===== src/common/perf_mon_consts.svh =====
`ifndef PERF_MON_CONSTS_SVH
`define PERF_MON_CONSTS_SVH

// ------------------------------
// Cluster shape
// ------------------------------
`define PERF_NUM_CORES      4

// Active cycles that make up one measurement window
`define PERF_WINDOW_CYCLES  256

// ------------------------------
// Ratio scaling
// ------------------------------
`define PERF_IPC_SCALE      1000    // IPC reported in thousandths
`define PERF_PCT_SCALE      100     // Percent

// Branch accuracy at or above this counts as good prediction
`define PERF_GOOD_BP_PCT    80

`endif

===== src/common/perf_mon_pkg.sv =====
`default_nettype none

`include "perf_mon_consts.svh"

package perf_mon_pkg;

    // ------------------------------
    // Vector and counter types
    // ------------------------------
    typedef logic [`PERF_NUM_CORES-1:0] core_vec_t;   // One bit per core

    // Number of cores hitting an event in one cycle, 0 to 4
    typedef logic [2:0] core_cnt_t;

    typedef logic [31:0] perf_count_t;                // Wraps on overflow

    typedef logic [15:0] ipc_t;                       // IPC x 1000
    typedef logic [7:0]  pct_t;                       // 0 to 100

    // ------------------------------
    // Ratio unit sequencing
    // ------------------------------
    typedef enum logic [2:0] {
        IDLE,
        DIV_IPC,    // Instructions x 1000 / cycles
        DIV_HIT,    // L1 hits x 100 / accesses
        DIV_BP,     // Correct branches x 100 / branches
        DONE
    } ratio_state_t;

endpackage : perf_mon_pkg

`default_nettype wire


===== src/common/perf_window_if.sv =====
`timescale 1ns/1ps
`default_nettype none

// Window sums, counter bank to ratio unit
interface perf_window_if
    import perf_mon_pkg::*;
();

    logic        window_done;   // One-cycle pulse, sums valid from here on
    perf_count_t win_instr;
    perf_count_t win_cycles;
    perf_count_t win_branch;
    perf_count_t win_mispred;
    perf_count_t win_access;
    perf_count_t win_miss;
    perf_count_t win_stall;

    modport src (
        output window_done, win_instr, win_cycles, win_branch,
               win_mispred, win_access, win_miss, win_stall
    );

    modport dst (
        input  window_done, win_instr, win_cycles, win_branch,
               win_mispred, win_access, win_miss, win_stall
    );

endinterface : perf_window_if

`default_nettype wire


===== src/common/perf_event_if.sv =====
`timescale 1ns/1ps
`default_nettype none

// Per-cycle event counts, decoder to counter bank
interface perf_event_if
    import perf_mon_pkg::*;
();

    logic      any_active;      // At least one core active this cycle
    core_cnt_t instr_cnt;
    core_cnt_t branch_cnt;
    core_cnt_t mispred_cnt;
    core_cnt_t stall_cnt;

    // I plus D side, so up to twice the core count
    logic [$bits(core_cnt_t):0] access_cnt;
    logic [$bits(core_cnt_t):0] miss_cnt;

    modport src (
        output any_active, instr_cnt, branch_cnt, mispred_cnt,
               stall_cnt, access_cnt, miss_cnt
    );

    modport dst (
        input  any_active, instr_cnt, branch_cnt, mispred_cnt,
               stall_cnt, access_cnt, miss_cnt
    );

endinterface : perf_event_if

`default_nettype wire


===== src/verilog/multi_core_monitoring.sv =====
`timescale 1ns/1ps
`default_nettype none

module multi_core_monitoring
    import perf_mon_pkg::*;
(
    input  logic        clk_i,
    input  logic        rst_ni,

    // Per-core event strobes
    input  core_vec_t   core_active_i,
    input  core_vec_t   instr_retired_i,
    input  core_vec_t   branch_i,
    input  core_vec_t   branch_mispredicted_i,
    input  core_vec_t   pipeline_stall_i,
    input  core_vec_t   l1_icache_miss_i,
    input  core_vec_t   l1_dcache_miss_i,

    output perf_count_t total_instructions_o,
    output perf_count_t total_cycles_o,
    output ipc_t        current_ipc_o,
    output pct_t        cache_hit_rate_l1_o,
    output pct_t        branch_accuracy_o,
    output logic        pipeline_bottleneck_o,
    output logic        good_bp_o,
    output logic        ratio_valid_o,
    output logic [31:0] performance_status_o
);

    perf_event_if  ev_if ();
    perf_window_if win_if ();

    // ------------------------------
    // Decode, count, ratio
    // ------------------------------
    perf_event_decoder perf_event_decoder_inst (
        .clk_i         (clk_i),
        .rst_ni        (rst_ni),
        .active_i      (core_active_i),
        .retired_i     (instr_retired_i),
        .branch_i      (branch_i),
        .mispred_i     (branch_mispredicted_i),
        .stall_i       (pipeline_stall_i),
        .icache_miss_i (l1_icache_miss_i),
        .dcache_miss_i (l1_dcache_miss_i),
        .ev_o          (ev_if)
    );

    perf_counter_bank perf_counter_bank_inst (
        .clk_i                (clk_i),
        .rst_ni               (rst_ni),
        .ev_i                 (ev_if),
        .win_o                (win_if),
        .total_instructions_o (total_instructions_o),
        .total_cycles_o       (total_cycles_o)
    );

    perf_ratio_unit perf_ratio_unit_inst (
        .clk_i                 (clk_i),
        .rst_ni                (rst_ni),
        .win_i                 (win_if),
        .ipc_o                 (current_ipc_o),
        .l1_hit_rate_o         (cache_hit_rate_l1_o),
        .bp_accuracy_o         (branch_accuracy_o),
        .pipeline_bottleneck_o (pipeline_bottleneck_o),
        .good_bp_o             (good_bp_o),
        .ratio_valid_o         (ratio_valid_o)
    );

    // Status word, IPC in the top half
    assign performance_status_o = {
        current_ipc_o,          // [31:16]
        cache_hit_rate_l1_o,    // [15:8]
        ev_if.any_active,
        pipeline_bottleneck_o,
        good_bp_o,
        5'b0
    };

endmodule : multi_core_monitoring

`default_nettype wire


===== src/verilog/perf_ratio_unit.sv =====
`timescale 1ns/1ps
`default_nettype none

`include "perf_mon_consts.svh"

module perf_ratio_unit
    import perf_mon_pkg::*;
(
    input  logic        clk_i,
    input  logic        rst_ni,
    perf_window_if.dst  win_i,
    output ipc_t        ipc_o,
    output pct_t        l1_hit_rate_o,
    output pct_t        bp_accuracy_o,
    output logic        pipeline_bottleneck_o,
    output logic        good_bp_o,
    output logic        ratio_valid_o
);

    ratio_state_t state_q;
    ratio_state_t state_adv;
    logic [5:0]   step_q;       // 0 is the load cycle, 1 to 32 iterate

    // Shared restoring divider
    perf_count_t  quo_q;        // Dividend shifts out at the top, quotient in at the bottom
    perf_count_t  rem_q;
    perf_count_t  dvs_q;
    logic [32:0]  rem_shift;
    logic [32:0]  rem_diff;
    logic         q_bit;
    perf_count_t  quo_next;

    perf_count_t  num;
    perf_count_t  den;
    logic         busy;
    logic         div_load;
    logic         div_skip;
    logic         div_last;

    // Results held until the DONE state publishes them
    ipc_t ipc_res_q;
    pct_t hit_res_q;
    pct_t bp_res_q;

    // ------------------------------
    // Operand select
    // ------------------------------
    always_comb begin
        num = '0;
        den = '0;
        case (state_q)
            DIV_IPC: begin
                num = win_i.win_instr * `PERF_IPC_SCALE;
                den = win_i.win_cycles;
            end
            DIV_HIT: begin
                num = (win_i.win_access - win_i.win_miss) * `PERF_PCT_SCALE;
                den = win_i.win_access;
            end
            DIV_BP: begin
                num = (win_i.win_branch - win_i.win_mispred) * `PERF_PCT_SCALE;
                den = win_i.win_branch;
            end
            default: ;
        endcase
    end

    always_comb begin
        case (state_q)
            DIV_IPC: state_adv = DIV_HIT;
            DIV_HIT: state_adv = DIV_BP;
            default: state_adv = DONE;
        endcase
    end

    assign busy     = (state_q == DIV_IPC) || (state_q == DIV_HIT) || (state_q == DIV_BP);
    assign div_load = busy && (step_q == 6'd0);
    assign div_skip = div_load && (den == '0);    // Zero denominator, no division
    assign div_last = busy && (step_q == 6'd32);

    assign rem_shift = {rem_q, quo_q[31]};
    assign rem_diff  = rem_shift - {1'b0, dvs_q};
    assign q_bit     = ~rem_diff[32];             // No borrow means the divisor fits
    assign quo_next  = {quo_q[30:0], q_bit};

    // ------------------------------
    // Divider datapath
    // ------------------------------
    always_ff @(posedge clk_i) begin
        if (div_load) begin
            quo_q <= num;
            dvs_q <= den;
            rem_q <= '0;
        end else if (busy) begin
            quo_q <= quo_next;
            rem_q <= q_bit ? rem_diff[31:0] : rem_shift[31:0];
        end
        if (div_skip || div_last) begin
            case (state_q)
                DIV_IPC: ipc_res_q <= div_skip ? '0 : quo_next[15:0];
                DIV_HIT: hit_res_q <= div_skip ? pct_t'(`PERF_PCT_SCALE) : quo_next[7:0];
                DIV_BP:  bp_res_q  <= div_skip ? pct_t'(`PERF_PCT_SCALE) : quo_next[7:0];
                default: ;
            endcase
        end
    end

    // ------------------------------
    // Sequencer and outputs
    // ------------------------------
    always_ff @(posedge clk_i or negedge rst_ni) begin
        if (!rst_ni) begin
            state_q               <= IDLE;
            step_q                <= '0;
            ipc_o                 <= '0;
            l1_hit_rate_o         <= '0;
            bp_accuracy_o         <= '0;
            pipeline_bottleneck_o <= 1'b0;
            good_bp_o             <= 1'b0;
            ratio_valid_o         <= 1'b0;
        end else begin
            ratio_valid_o <= 1'b0;
            case (state_q)
                IDLE: begin
                    if (win_i.window_done) state_q <= DIV_IPC;
                end
                DIV_IPC, DIV_HIT, DIV_BP: begin
                    if (div_skip || div_last) begin
                        step_q  <= '0;
                        state_q <= state_adv;
                    end else begin
                        step_q <= step_q + 6'd1;
                    end
                end
                DONE: begin
                    ipc_o                 <= ipc_res_q;
                    l1_hit_rate_o         <= hit_res_q;
                    bp_accuracy_o         <= bp_res_q;
                    good_bp_o             <= (bp_res_q >= `PERF_GOOD_BP_PCT);
                    pipeline_bottleneck_o <= (win_i.win_stall > win_i.win_miss);
                    ratio_valid_o         <= 1'b1;
                    state_q               <= IDLE;
                end
                default: state_q <= IDLE;
            endcase
        end
    end

    // Window length must cover the three divisions
    a_no_window_while_busy: assert property (@(posedge clk_i) disable iff (!rst_ni)
        win_i.window_done |-> (state_q == IDLE));

    // Hits never exceed accesses, mispredicts never exceed branches
    a_pct_in_range: assert property (@(posedge clk_i) disable iff (!rst_ni)
        ratio_valid_o |-> (l1_hit_rate_o <= `PERF_PCT_SCALE) &&
                          (bp_accuracy_o <= `PERF_PCT_SCALE));

endmodule : perf_ratio_unit

`default_nettype wire


===== src/verilog/perf_counter_bank.sv =====
`timescale 1ns/1ps
`default_nettype none

`include "perf_mon_consts.svh"

module perf_counter_bank
    import perf_mon_pkg::*;
(
    input  logic        clk_i,
    input  logic        rst_ni,
    perf_event_if.dst   ev_i,
    perf_window_if.src  win_o,
    output perf_count_t total_instructions_o,
    output perf_count_t total_cycles_o
);

    // ------------------------------
    // Window accumulators
    // ------------------------------
    perf_count_t acc_instr_q;
    perf_count_t acc_cycles_q;      // Doubles as the window cycle counter
    perf_count_t acc_branch_q;
    perf_count_t acc_mispred_q;
    perf_count_t acc_access_q;
    perf_count_t acc_miss_q;
    perf_count_t acc_stall_q;

    // Sums including this cycle's events
    perf_count_t sum_instr;
    perf_count_t sum_cycles;
    perf_count_t sum_branch;
    perf_count_t sum_mispred;
    perf_count_t sum_access;
    perf_count_t sum_miss;
    perf_count_t sum_stall;

    logic win_close;

    // Inactive cycles carry zero counts, so only the cycle sum needs the gate
    assign sum_instr   = acc_instr_q   + perf_count_t'(ev_i.instr_cnt);
    assign sum_cycles  = acc_cycles_q  + perf_count_t'(ev_i.any_active);
    assign sum_branch  = acc_branch_q  + perf_count_t'(ev_i.branch_cnt);
    assign sum_mispred = acc_mispred_q + perf_count_t'(ev_i.mispred_cnt);
    assign sum_access  = acc_access_q  + perf_count_t'(ev_i.access_cnt);
    assign sum_miss    = acc_miss_q    + perf_count_t'(ev_i.miss_cnt);
    assign sum_stall   = acc_stall_q   + perf_count_t'(ev_i.stall_cnt);

    // Closing cycle still belongs to this window
    assign win_close = ev_i.any_active && (sum_cycles == `PERF_WINDOW_CYCLES);

    always_ff @(posedge clk_i or negedge rst_ni) begin
        if (!rst_ni) begin
            total_instructions_o <= '0;
            total_cycles_o       <= '0;
            acc_instr_q          <= '0;
            acc_cycles_q         <= '0;
            acc_branch_q         <= '0;
            acc_mispred_q        <= '0;
            acc_access_q         <= '0;
            acc_miss_q           <= '0;
            acc_stall_q          <= '0;
            win_o.window_done    <= 1'b0;
        end else begin
            total_instructions_o <= total_instructions_o + perf_count_t'(ev_i.instr_cnt);
            total_cycles_o       <= total_cycles_o + perf_count_t'(ev_i.any_active);
            win_o.window_done    <= win_close;   // Pulse lands one cycle after close
            if (win_close) begin
                acc_instr_q   <= '0;
                acc_cycles_q  <= '0;
                acc_branch_q  <= '0;
                acc_mispred_q <= '0;
                acc_access_q  <= '0;
                acc_miss_q    <= '0;
                acc_stall_q   <= '0;
            end else begin
                acc_instr_q   <= sum_instr;
                acc_cycles_q  <= sum_cycles;
                acc_branch_q  <= sum_branch;
                acc_mispred_q <= sum_mispred;
                acc_access_q  <= sum_access;
                acc_miss_q    <= sum_miss;
                acc_stall_q   <= sum_stall;
            end
        end
    end

    // ------------------------------
    // Window snapshot
    // ------------------------------
    always_ff @(posedge clk_i) begin
        if (win_close) begin
            win_o.win_instr   <= sum_instr;
            win_o.win_cycles  <= sum_cycles;
            win_o.win_branch  <= sum_branch;
            win_o.win_mispred <= sum_mispred;
            win_o.win_access  <= sum_access;
            win_o.win_miss    <= sum_miss;
            win_o.win_stall   <= sum_stall;
        end
    end

    a_window_bound: assert property (@(posedge clk_i) disable iff (!rst_ni)
        acc_cycles_q <= `PERF_WINDOW_CYCLES);

endmodule : perf_counter_bank

`default_nettype wire


===== src/verilog/perf_event_decoder.sv =====
`timescale 1ns/1ps
`default_nettype none

module perf_event_decoder
    import perf_mon_pkg::*;
(
    input  logic      clk_i,
    input  logic      rst_ni,
    input  core_vec_t active_i,
    input  core_vec_t retired_i,
    input  core_vec_t branch_i,
    input  core_vec_t mispred_i,
    input  core_vec_t stall_i,
    input  core_vec_t icache_miss_i,
    input  core_vec_t dcache_miss_i,
    perf_event_if.src ev_o
);

    // Population count of one core vector
    function automatic core_cnt_t pop_cnt(input core_vec_t v);
        core_cnt_t c;
        c = '0;
        for (int i = 0; i < $bits(core_vec_t); i++) begin
            c = c + core_cnt_t'(v[i]);
        end
        return c;
    endfunction

    // ------------------------------
    // Masking with the active bits
    // ------------------------------
    core_vec_t m_retired;
    core_vec_t m_branch;
    core_vec_t m_mispred;
    core_vec_t m_stall;
    core_vec_t m_imiss;
    core_vec_t m_dmiss;

    assign m_retired = retired_i     & active_i;
    assign m_branch  = branch_i      & active_i;
    assign m_mispred = mispred_i     & active_i;
    assign m_stall   = stall_i       & active_i;
    assign m_imiss   = icache_miss_i & active_i;
    assign m_dmiss   = dcache_miss_i & active_i;

    // ------------------------------
    // Registered counts
    // ------------------------------
    always_ff @(posedge clk_i or negedge rst_ni) begin
        if (!rst_ni) begin
            ev_o.any_active  <= 1'b0;
            ev_o.instr_cnt   <= '0;
            ev_o.branch_cnt  <= '0;
            ev_o.mispred_cnt <= '0;
            ev_o.stall_cnt   <= '0;
            ev_o.access_cnt  <= '0;
            ev_o.miss_cnt    <= '0;
        end else begin
            ev_o.any_active  <= |active_i;
            ev_o.instr_cnt   <= pop_cnt(m_retired);
            ev_o.branch_cnt  <= pop_cnt(m_branch);
            ev_o.mispred_cnt <= pop_cnt(m_mispred);
            ev_o.stall_cnt   <= pop_cnt(m_stall);
            ev_o.access_cnt  <= {pop_cnt(active_i), 1'b0};  // One I and one D per core
            ev_o.miss_cnt    <= {1'b0, pop_cnt(m_imiss)} + {1'b0, pop_cnt(m_dmiss)};
        end
    end

    // A mispredict only ever comes with its branch
    a_mispred_has_branch: assert property (@(posedge clk_i) disable iff (!rst_ni)
        (mispred_i & active_i & ~branch_i) == '0);

endmodule : perf_event_decoder

`default_nettype wire


===== config.mk =====
export PLATFORM = sky130hd
export DESIGN_NAME = multi_core_monitoring
export DESIGN_NICKNAME = d
export VERILOG_FILES = /design/src/common/perf_mon_pkg.sv /design/src/common/perf_window_if.sv /design/src/common/perf_event_if.sv /design/src/verilog/multi_core_monitoring.sv /design/src/verilog/perf_ratio_unit.sv /design/src/verilog/perf_counter_bank.sv /design/src/verilog/perf_event_decoder.sv
export VERILOG_INCLUDE_DIRS = /design/src /design/src/common
export SDC_FILE = /design/constraint.sdc
export NUM_CORES = 2
export LEC_CHECK = 0
export BUFFER_PORTS_ARGS = -buffer_cell sky130_fd_sc_hd__clkbuf_2
export CORE_ASPECT_RATIO = 0.8
export CORE_UTILIZATION = 55
export DETAILED_ROUTE_END_ITERATION = 8
export PLACE_DENSITY_LB_ADDON = 0.12
export SLEW_MARGIN = 20
export SYNTH_ARGS = -nofsm -noshare
export SYNTH_HDL_FRONTEND = slang
export SYNTH_SLANG_ARGS = --single-unit

===== constraint.sdc =====
create_clock -name clk_i -period 10.6 [get_ports clk_i]
set_input_delay 2.65 -clock clk_i [delete_from_list [all_inputs] [get_ports clk_i]]
set_output_delay 2.65 -clock clk_i [all_outputs]
set_load 0.03 [all_outputs]

# Yosys cells after proc, flatten, opt, wreduce, memory -nomap -nowiden
# Index checks and enable logic that the tools add are counted.
# op_classes
n_addsub,35
multipliers,3
magnitude_cmp,2
eq_ne,8
n_mux,19
bitwise,7
n_reduce_logical,17
# ops
operator,count
32-bit two-way mux,10
32-bit one-hot mux with 3 select lines,2
32-bit by 3-bit adder with 32-bit output,5
32-bit by 1-bit adder with 32-bit output,2
32-bit by 4-bit adder with 32-bit output,2
32-bit by 5-bit multiplier with 30-bit output (second input constant),2
32-bit subtractor,2
3-bit by 1-bit adder with 3-bit output,14
33-bit by 32-bit subtractor with 33-bit output,1
32-bit by 9-bit == test with 1-bit output (second input constant),1
32-bit greater-than comparator,1
32-bit zero test,1
32-bit by 7-bit multiplier with 29-bit output (second input constant),1
4-bit bitwise AND,6
1-bit by 1-bit adder with 2-bit output,7
3-bit one-hot mux with 2 select lines,2
8-bit by 7-bit >= comparator with 1-bit output (second input constant),1
8-bit two-way mux,1
2-bit AND reduction,4
6-bit by 1-bit adder with 6-bit output (second input constant),1
3-bit by 2-bit == test with 1-bit output (second input constant),2
6-bit == test (second input constant),1
6-bit zero test,1
3-bit two-way mux,2
14 further kinds,19
# totals
reg_bits,705
input_bits,30
output_inout_bits,131
word_cells,129

# Logic depth before layout (Yosys ltp)
# logic_depth
ltp_word,8
mapped_depth,30
depth_no_buf,30

# Modules after synthesis
# From an unflattened synthesis, not the netlist that was laid out.
# unflattened
cells_unflattened,4339
area_unflattened_um2,45094.5
# by_module_without_submodules
module,instances,cells_each,area_each_um2,seq_area_each_um2
perf_ratio_unit,1,2427,22120.0,4624.4
perf_counter_bank,1,1785,21653.3,13958.4
perf_event_decoder,1,94,1077.3,500.5
multi_core_monitoring,1,33,244.0,0.0

# Worst setup path after synthesis
# No wires, ideal clock.
# synth_timing
kind,reg-to-reg
startpoint,register perf_counter_bank_inst.win_o.win_miss[1] in the netlist's numbering
endpoint,"register perf_ratio_unit_inst.quo_q[31], data pin"
setup_ns,0.152
arrival_ns,6.112
required_time_ns,10.448
path_slack_ns,4.336
path_stages_with_launch,30
n_path_buf,0
synth_period_minus_slack_ns,6.264
path_cell_list,edfxtp_1 -> inv_1 -> ha_1 -> nor2b_1 -> o2111ai_1 -> a31oi_1 -> a41o_1 -> o21a_1 -> o21a_1 -> o21a_1 -> or2_2 -> a21oi_1 -> o21bai_1 -> xor2_1 -> ha_1 -> ha_1 -> inv_1 -> fa_1 -> inv_1 -> ha_1 -> nand2_1 -> or3_1 -> o31ai_1 -> o21ai_0 -> a211o_1 -> nand2_1 -> a21oi_1 -> xnor2_1 -> or3_1 -> a31oi_1
# synth_via
elab_chain_len,4
# synth_lines
item,line_no,text
from (decl),perf_window_if.sv:20,"win_mispred, win_access, win_miss, win_stall"
from (signal assigned),perf_counter_bank.sv:97,win_o.win_miss <= sum_miss;
32-bit subtractor,perf_ratio_unit.sv:57,num = (win_i.win_access - win_i.win_miss) * `PERF_PCT_SCALE;
32-bit by 5-bit multiplier with 30-bit output (no line),-,
32-bit one-hot mux with 3 select lines,perf_ratio_unit.sv:51,case (state_q)
32-bit two-way mux,perf_ratio_unit.sv:90,if (div_load) begin
to (signal assigned),perf_ratio_unit.sv:91,quo_q <= num;
to (signal assigned),perf_ratio_unit.sv:95,quo_q <= quo_next;
to (decl),perf_ratio_unit.sv:25,perf_count_t quo_q;
# No other way between the ends.
# A chain may end at the register's enable or synchronous reset.

# Worst setup path in the final report
# Same ends and word-level chain as after synthesis.

==> results_dict.tcl <==
set metrics [dict create \
    hold_viol_final 0 \
    die_h_um 257 \
    async_flop_share 0.501 \
    dieArea_um2 82300 \
    power-per-cell-area_nw_per_um2 168 \
    whs_ps 439 \
    cts_buffer_depth 3 \
    synth-seq-area-share 0.420 \
    grt_pass1_wl_um 173000 \
    wl_um 109000 \
    worstHoldStart "perf_ratio_unit_inst.ipc_res_q[2]$_SDFFCE_PP0P_" \
    route.detailed.drc 0 \
    synth-seq-cells 693 \
    fill_cells 6737 \
    drt_iter0_drc 2499 \
    power_uw 8220 \
    timing.final.crit_share 0.669 \
    io_pins 161 \
    fmaxAchievable_mhz 141 \
    coreArea_um2 80400 \
    synth_edf_count 314 \
    cts_buffers 74 \
    grt_util_met2 0.385 \
    yosys.area.top_type "edfxtp_1" \
    cts_resized 0 \
    die_w_um 321 \
    yosys.area.top_type_share 0.211 \
    htreeDepth 3 \
    fp-row-count 93 \
    cpMostUsedCell "ha_1" \
    syn_area_um2 44700 \
    finalCriticalPeriod_ps 7100 \
    gp_congestion 0.904 \
    synthTopCellsByCount "inv_1, ha_1, dfrtp_1" \
    syn_inst 4230 \
    drtAntennaViolNets 0 \
    worstHoldPathType "flop to flop" \
    finish.net_count 4900 \
    power.leakage_uw 0.0223 \
    clk_transition_reported_paths_ps 60 \
    busiest_layer "met1" \
    fin_tns_setup_ps 0 \
    globalRouteMet1Util 0.413 \
    clk_latency_ps 650 \
    finalMaxSlewViolations 0 \
    crit_buf_inv 3 \
    wl_per_cell_um 19.8 \
    critPathMaxFanout 6 \
    grt_pass1_vias 30152 \
    crit_required_ps 11090 \
    synth.most_common_cell "inv_1" \
    reg2reg_slack_ps 3500 \
    cts_hold_buf 0 \
    critical-path-top-delay-family "compound AO/OA/AOI/OAI gates" \
    area_growth_pct 9.23 \
    grt_overflow 0 \
    worstPathArrival_ps 7580 \
    clock-sinks 693 \
    max_stage_delay_ps 500 \
    grt.total_usage 0.270 \
    postCtsSetupBuffers 0 \
    cpMaxStageDelayCell "fa_1" \
    ys_types 91 \
    diodes 0 \
    crit_start "perf_counter_bank_inst.win_o.win_miss[1]$_DFFE_PP_" \
    rsz0062_at_grt "no" \
    finalSetupViolations 0 \
    ir_drop_mv 0.150 \
    status "complete, no violations" \
    first_pass_iters 6 \
    finClkSkew_ps 28.0 \
    vias 31001 \
    io_buffers 155 \
    worstSetupEndpointType "flop" \
    synth.top_cells.by_area "edfxtp_1, dfrtp_1, ha_1, fa_1, xnor2_1" \
    grt_max_degree 162 \
    cp-start-kind "flop" \
    syn-mean-instance-area_um2 10.6 \
    vias_per_cell 5.65 \
    start_util 0.555 \
    max_slew_margin 0.258 \
    root_buffer "clkbuf_16" \
    seq_area_um2 18800 \
    place_hpwl_um 81900 \
    antenna_found_initial 1 \
    cts_tree "done" \
    tightest_slew_ps 1100 \
    worstSetupPathType "flop to flop" \
    synthFlopType "dfrtp_1" \
    drv_cap 0 \
    use_met3 0.0540 \
    drive_gt1_frac 0.0851 \
    yosys_warnings 0 \
    multi_input_area_um2 23400 \
    rr_startpoint "perf_counter_bank_inst.win_o.win_miss[1]$_DFFE_PP_" \
]
-- layout make-up --
cell class,instances,share of cell area
Multi-Input combinational cell,2921,0.480
Sequential cell,693,0.385
Clock buffer,94,0.0414
Inverter,462,0.0356
Tap cell,1092,0.0280
Timing Repair Buffer,183,0.0209
Clock inverter,41,0.00949
-- report_power, final --
part	switching [uW]	internal, uW	total [uW]
sequential	198	3200	3400
clock	1120	1560	2680
combinational	1370	770	2140
total	2690	5530	8220
-- through the flow --
stage	utilization	setup WS (ps)	instances	area, um^2
2_1_floorplan	-	4340	4234	44700
3_3_place_gp	0.576	3720	5351	46300
3_5_place_dp	0.576	3590	5351	46300
4_1_cts	0.607	3550	5486	48800
5_1_grt	0.607	3130	5486	48800
6_report	0.607	3500	5486	48800
-- worst reg2reg max path: cells and delay by family (launching register included) --
family                   cells  cell delay (ps)
adder cells (fa/ha/maj)      5             1720
buffers and inverters        3              200
AND/OR/NAND/NOR              6             1290
AO/OA/AOI/OAI               13             2980
flip-flops                   1              420
XOR/XNOR                     2              320
-- cells in the final DEF (no fill, tap or decap), drive strengths merged, types with 39 or more instances in the layout --
master	n
xor2	140
a21oi	186
a21o	88
clkbuf	248
ha	378
xnor2	324
nor2b	85
nand2	327
nand4	62
and3	63
fa	157
inv	469
o21ai	167
o31a	163
dfrtp	347
nand3	118
edfxtp	314
nor2	193
nor3	39
-- state kept, by name, summed over array words and instances, names as in the netlist, 31 cells and up --
register / count
perf_counter_bank_inst.acc_branch_q: 32
perf_counter_bank_inst.acc_cycles_q: 32
perf_counter_bank_inst.acc_miss_q: 32
perf_counter_bank_inst.acc_stall_q: 32
perf_counter_bank_inst.total_cycles_o: 32
perf_counter_bank_inst.total_instructions_o: 32
perf_counter_bank_inst.win_o.win_branch: 32
perf_counter_bank_inst.win_o.win_cycles: 32
perf_counter_bank_inst.win_o.win_miss: 32
perf_counter_bank_inst.win_o.win_stall: 32
perf_ratio_unit_inst.dvs_q: 32
perf_ratio_unit_inst.quo_q: 32
perf_ratio_unit_inst.rem_q: 32
perf_counter_bank_inst.acc_access_q: 31
perf_counter_bank_inst.win_o.win_access: 31
-- worst paths after layout --
check | depth (start not counted) | to
worst min-delay path | 2 | perf_ratio_unit_inst.ipc_o[2]$_DFFE_PN0P_
worst min register to register | 2 | perf_ratio_unit_inst.ipc_o[2]$_DFFE_PN0P_
max in group asynchronous | 3 | perf_counter_bank_inst.total_instructions_o[6]$_DFF_PN0_
worst max-delay path | 29 | perf_ratio_unit_inst.quo_q[31]$_DFFE_PP_
worst max register to register | 29 | perf_ratio_unit_inst.quo_q[31]$_DFFE_PP_
min in group asynchronous | 1 | perf_counter_bank_inst.acc_mispred_q[3]$_DFF_PN0_
-- metal layers --
metal	vias to the layer above	share of wire
met1	15085	0.49
met2	843	0.41
met3	140	0.070
li1	14933	-
met5	-	0
met4	0	0.026
-- cells by family after synthesis --
| group | Yosys count | share of synthesized area |
|---|---|---|
| XOR/XNOR | 465 | 0.0915 |
| adder cells (fa/ha/maj) | 535 | 0.176 |
| multiplexers | 52 | 0.0127 |
| flip-flops | 693 | 0.420 |
| buffers and inverters | 620 | 0.0567 |
| other | 1 | 0.0000840 |
| AO/OA/AOI/OAI | 835 | 0.128 |
| AND/OR/NAND/NOR | 1029 | 0.115 |
Note: power is estimated with default switching activity, not from simulation.
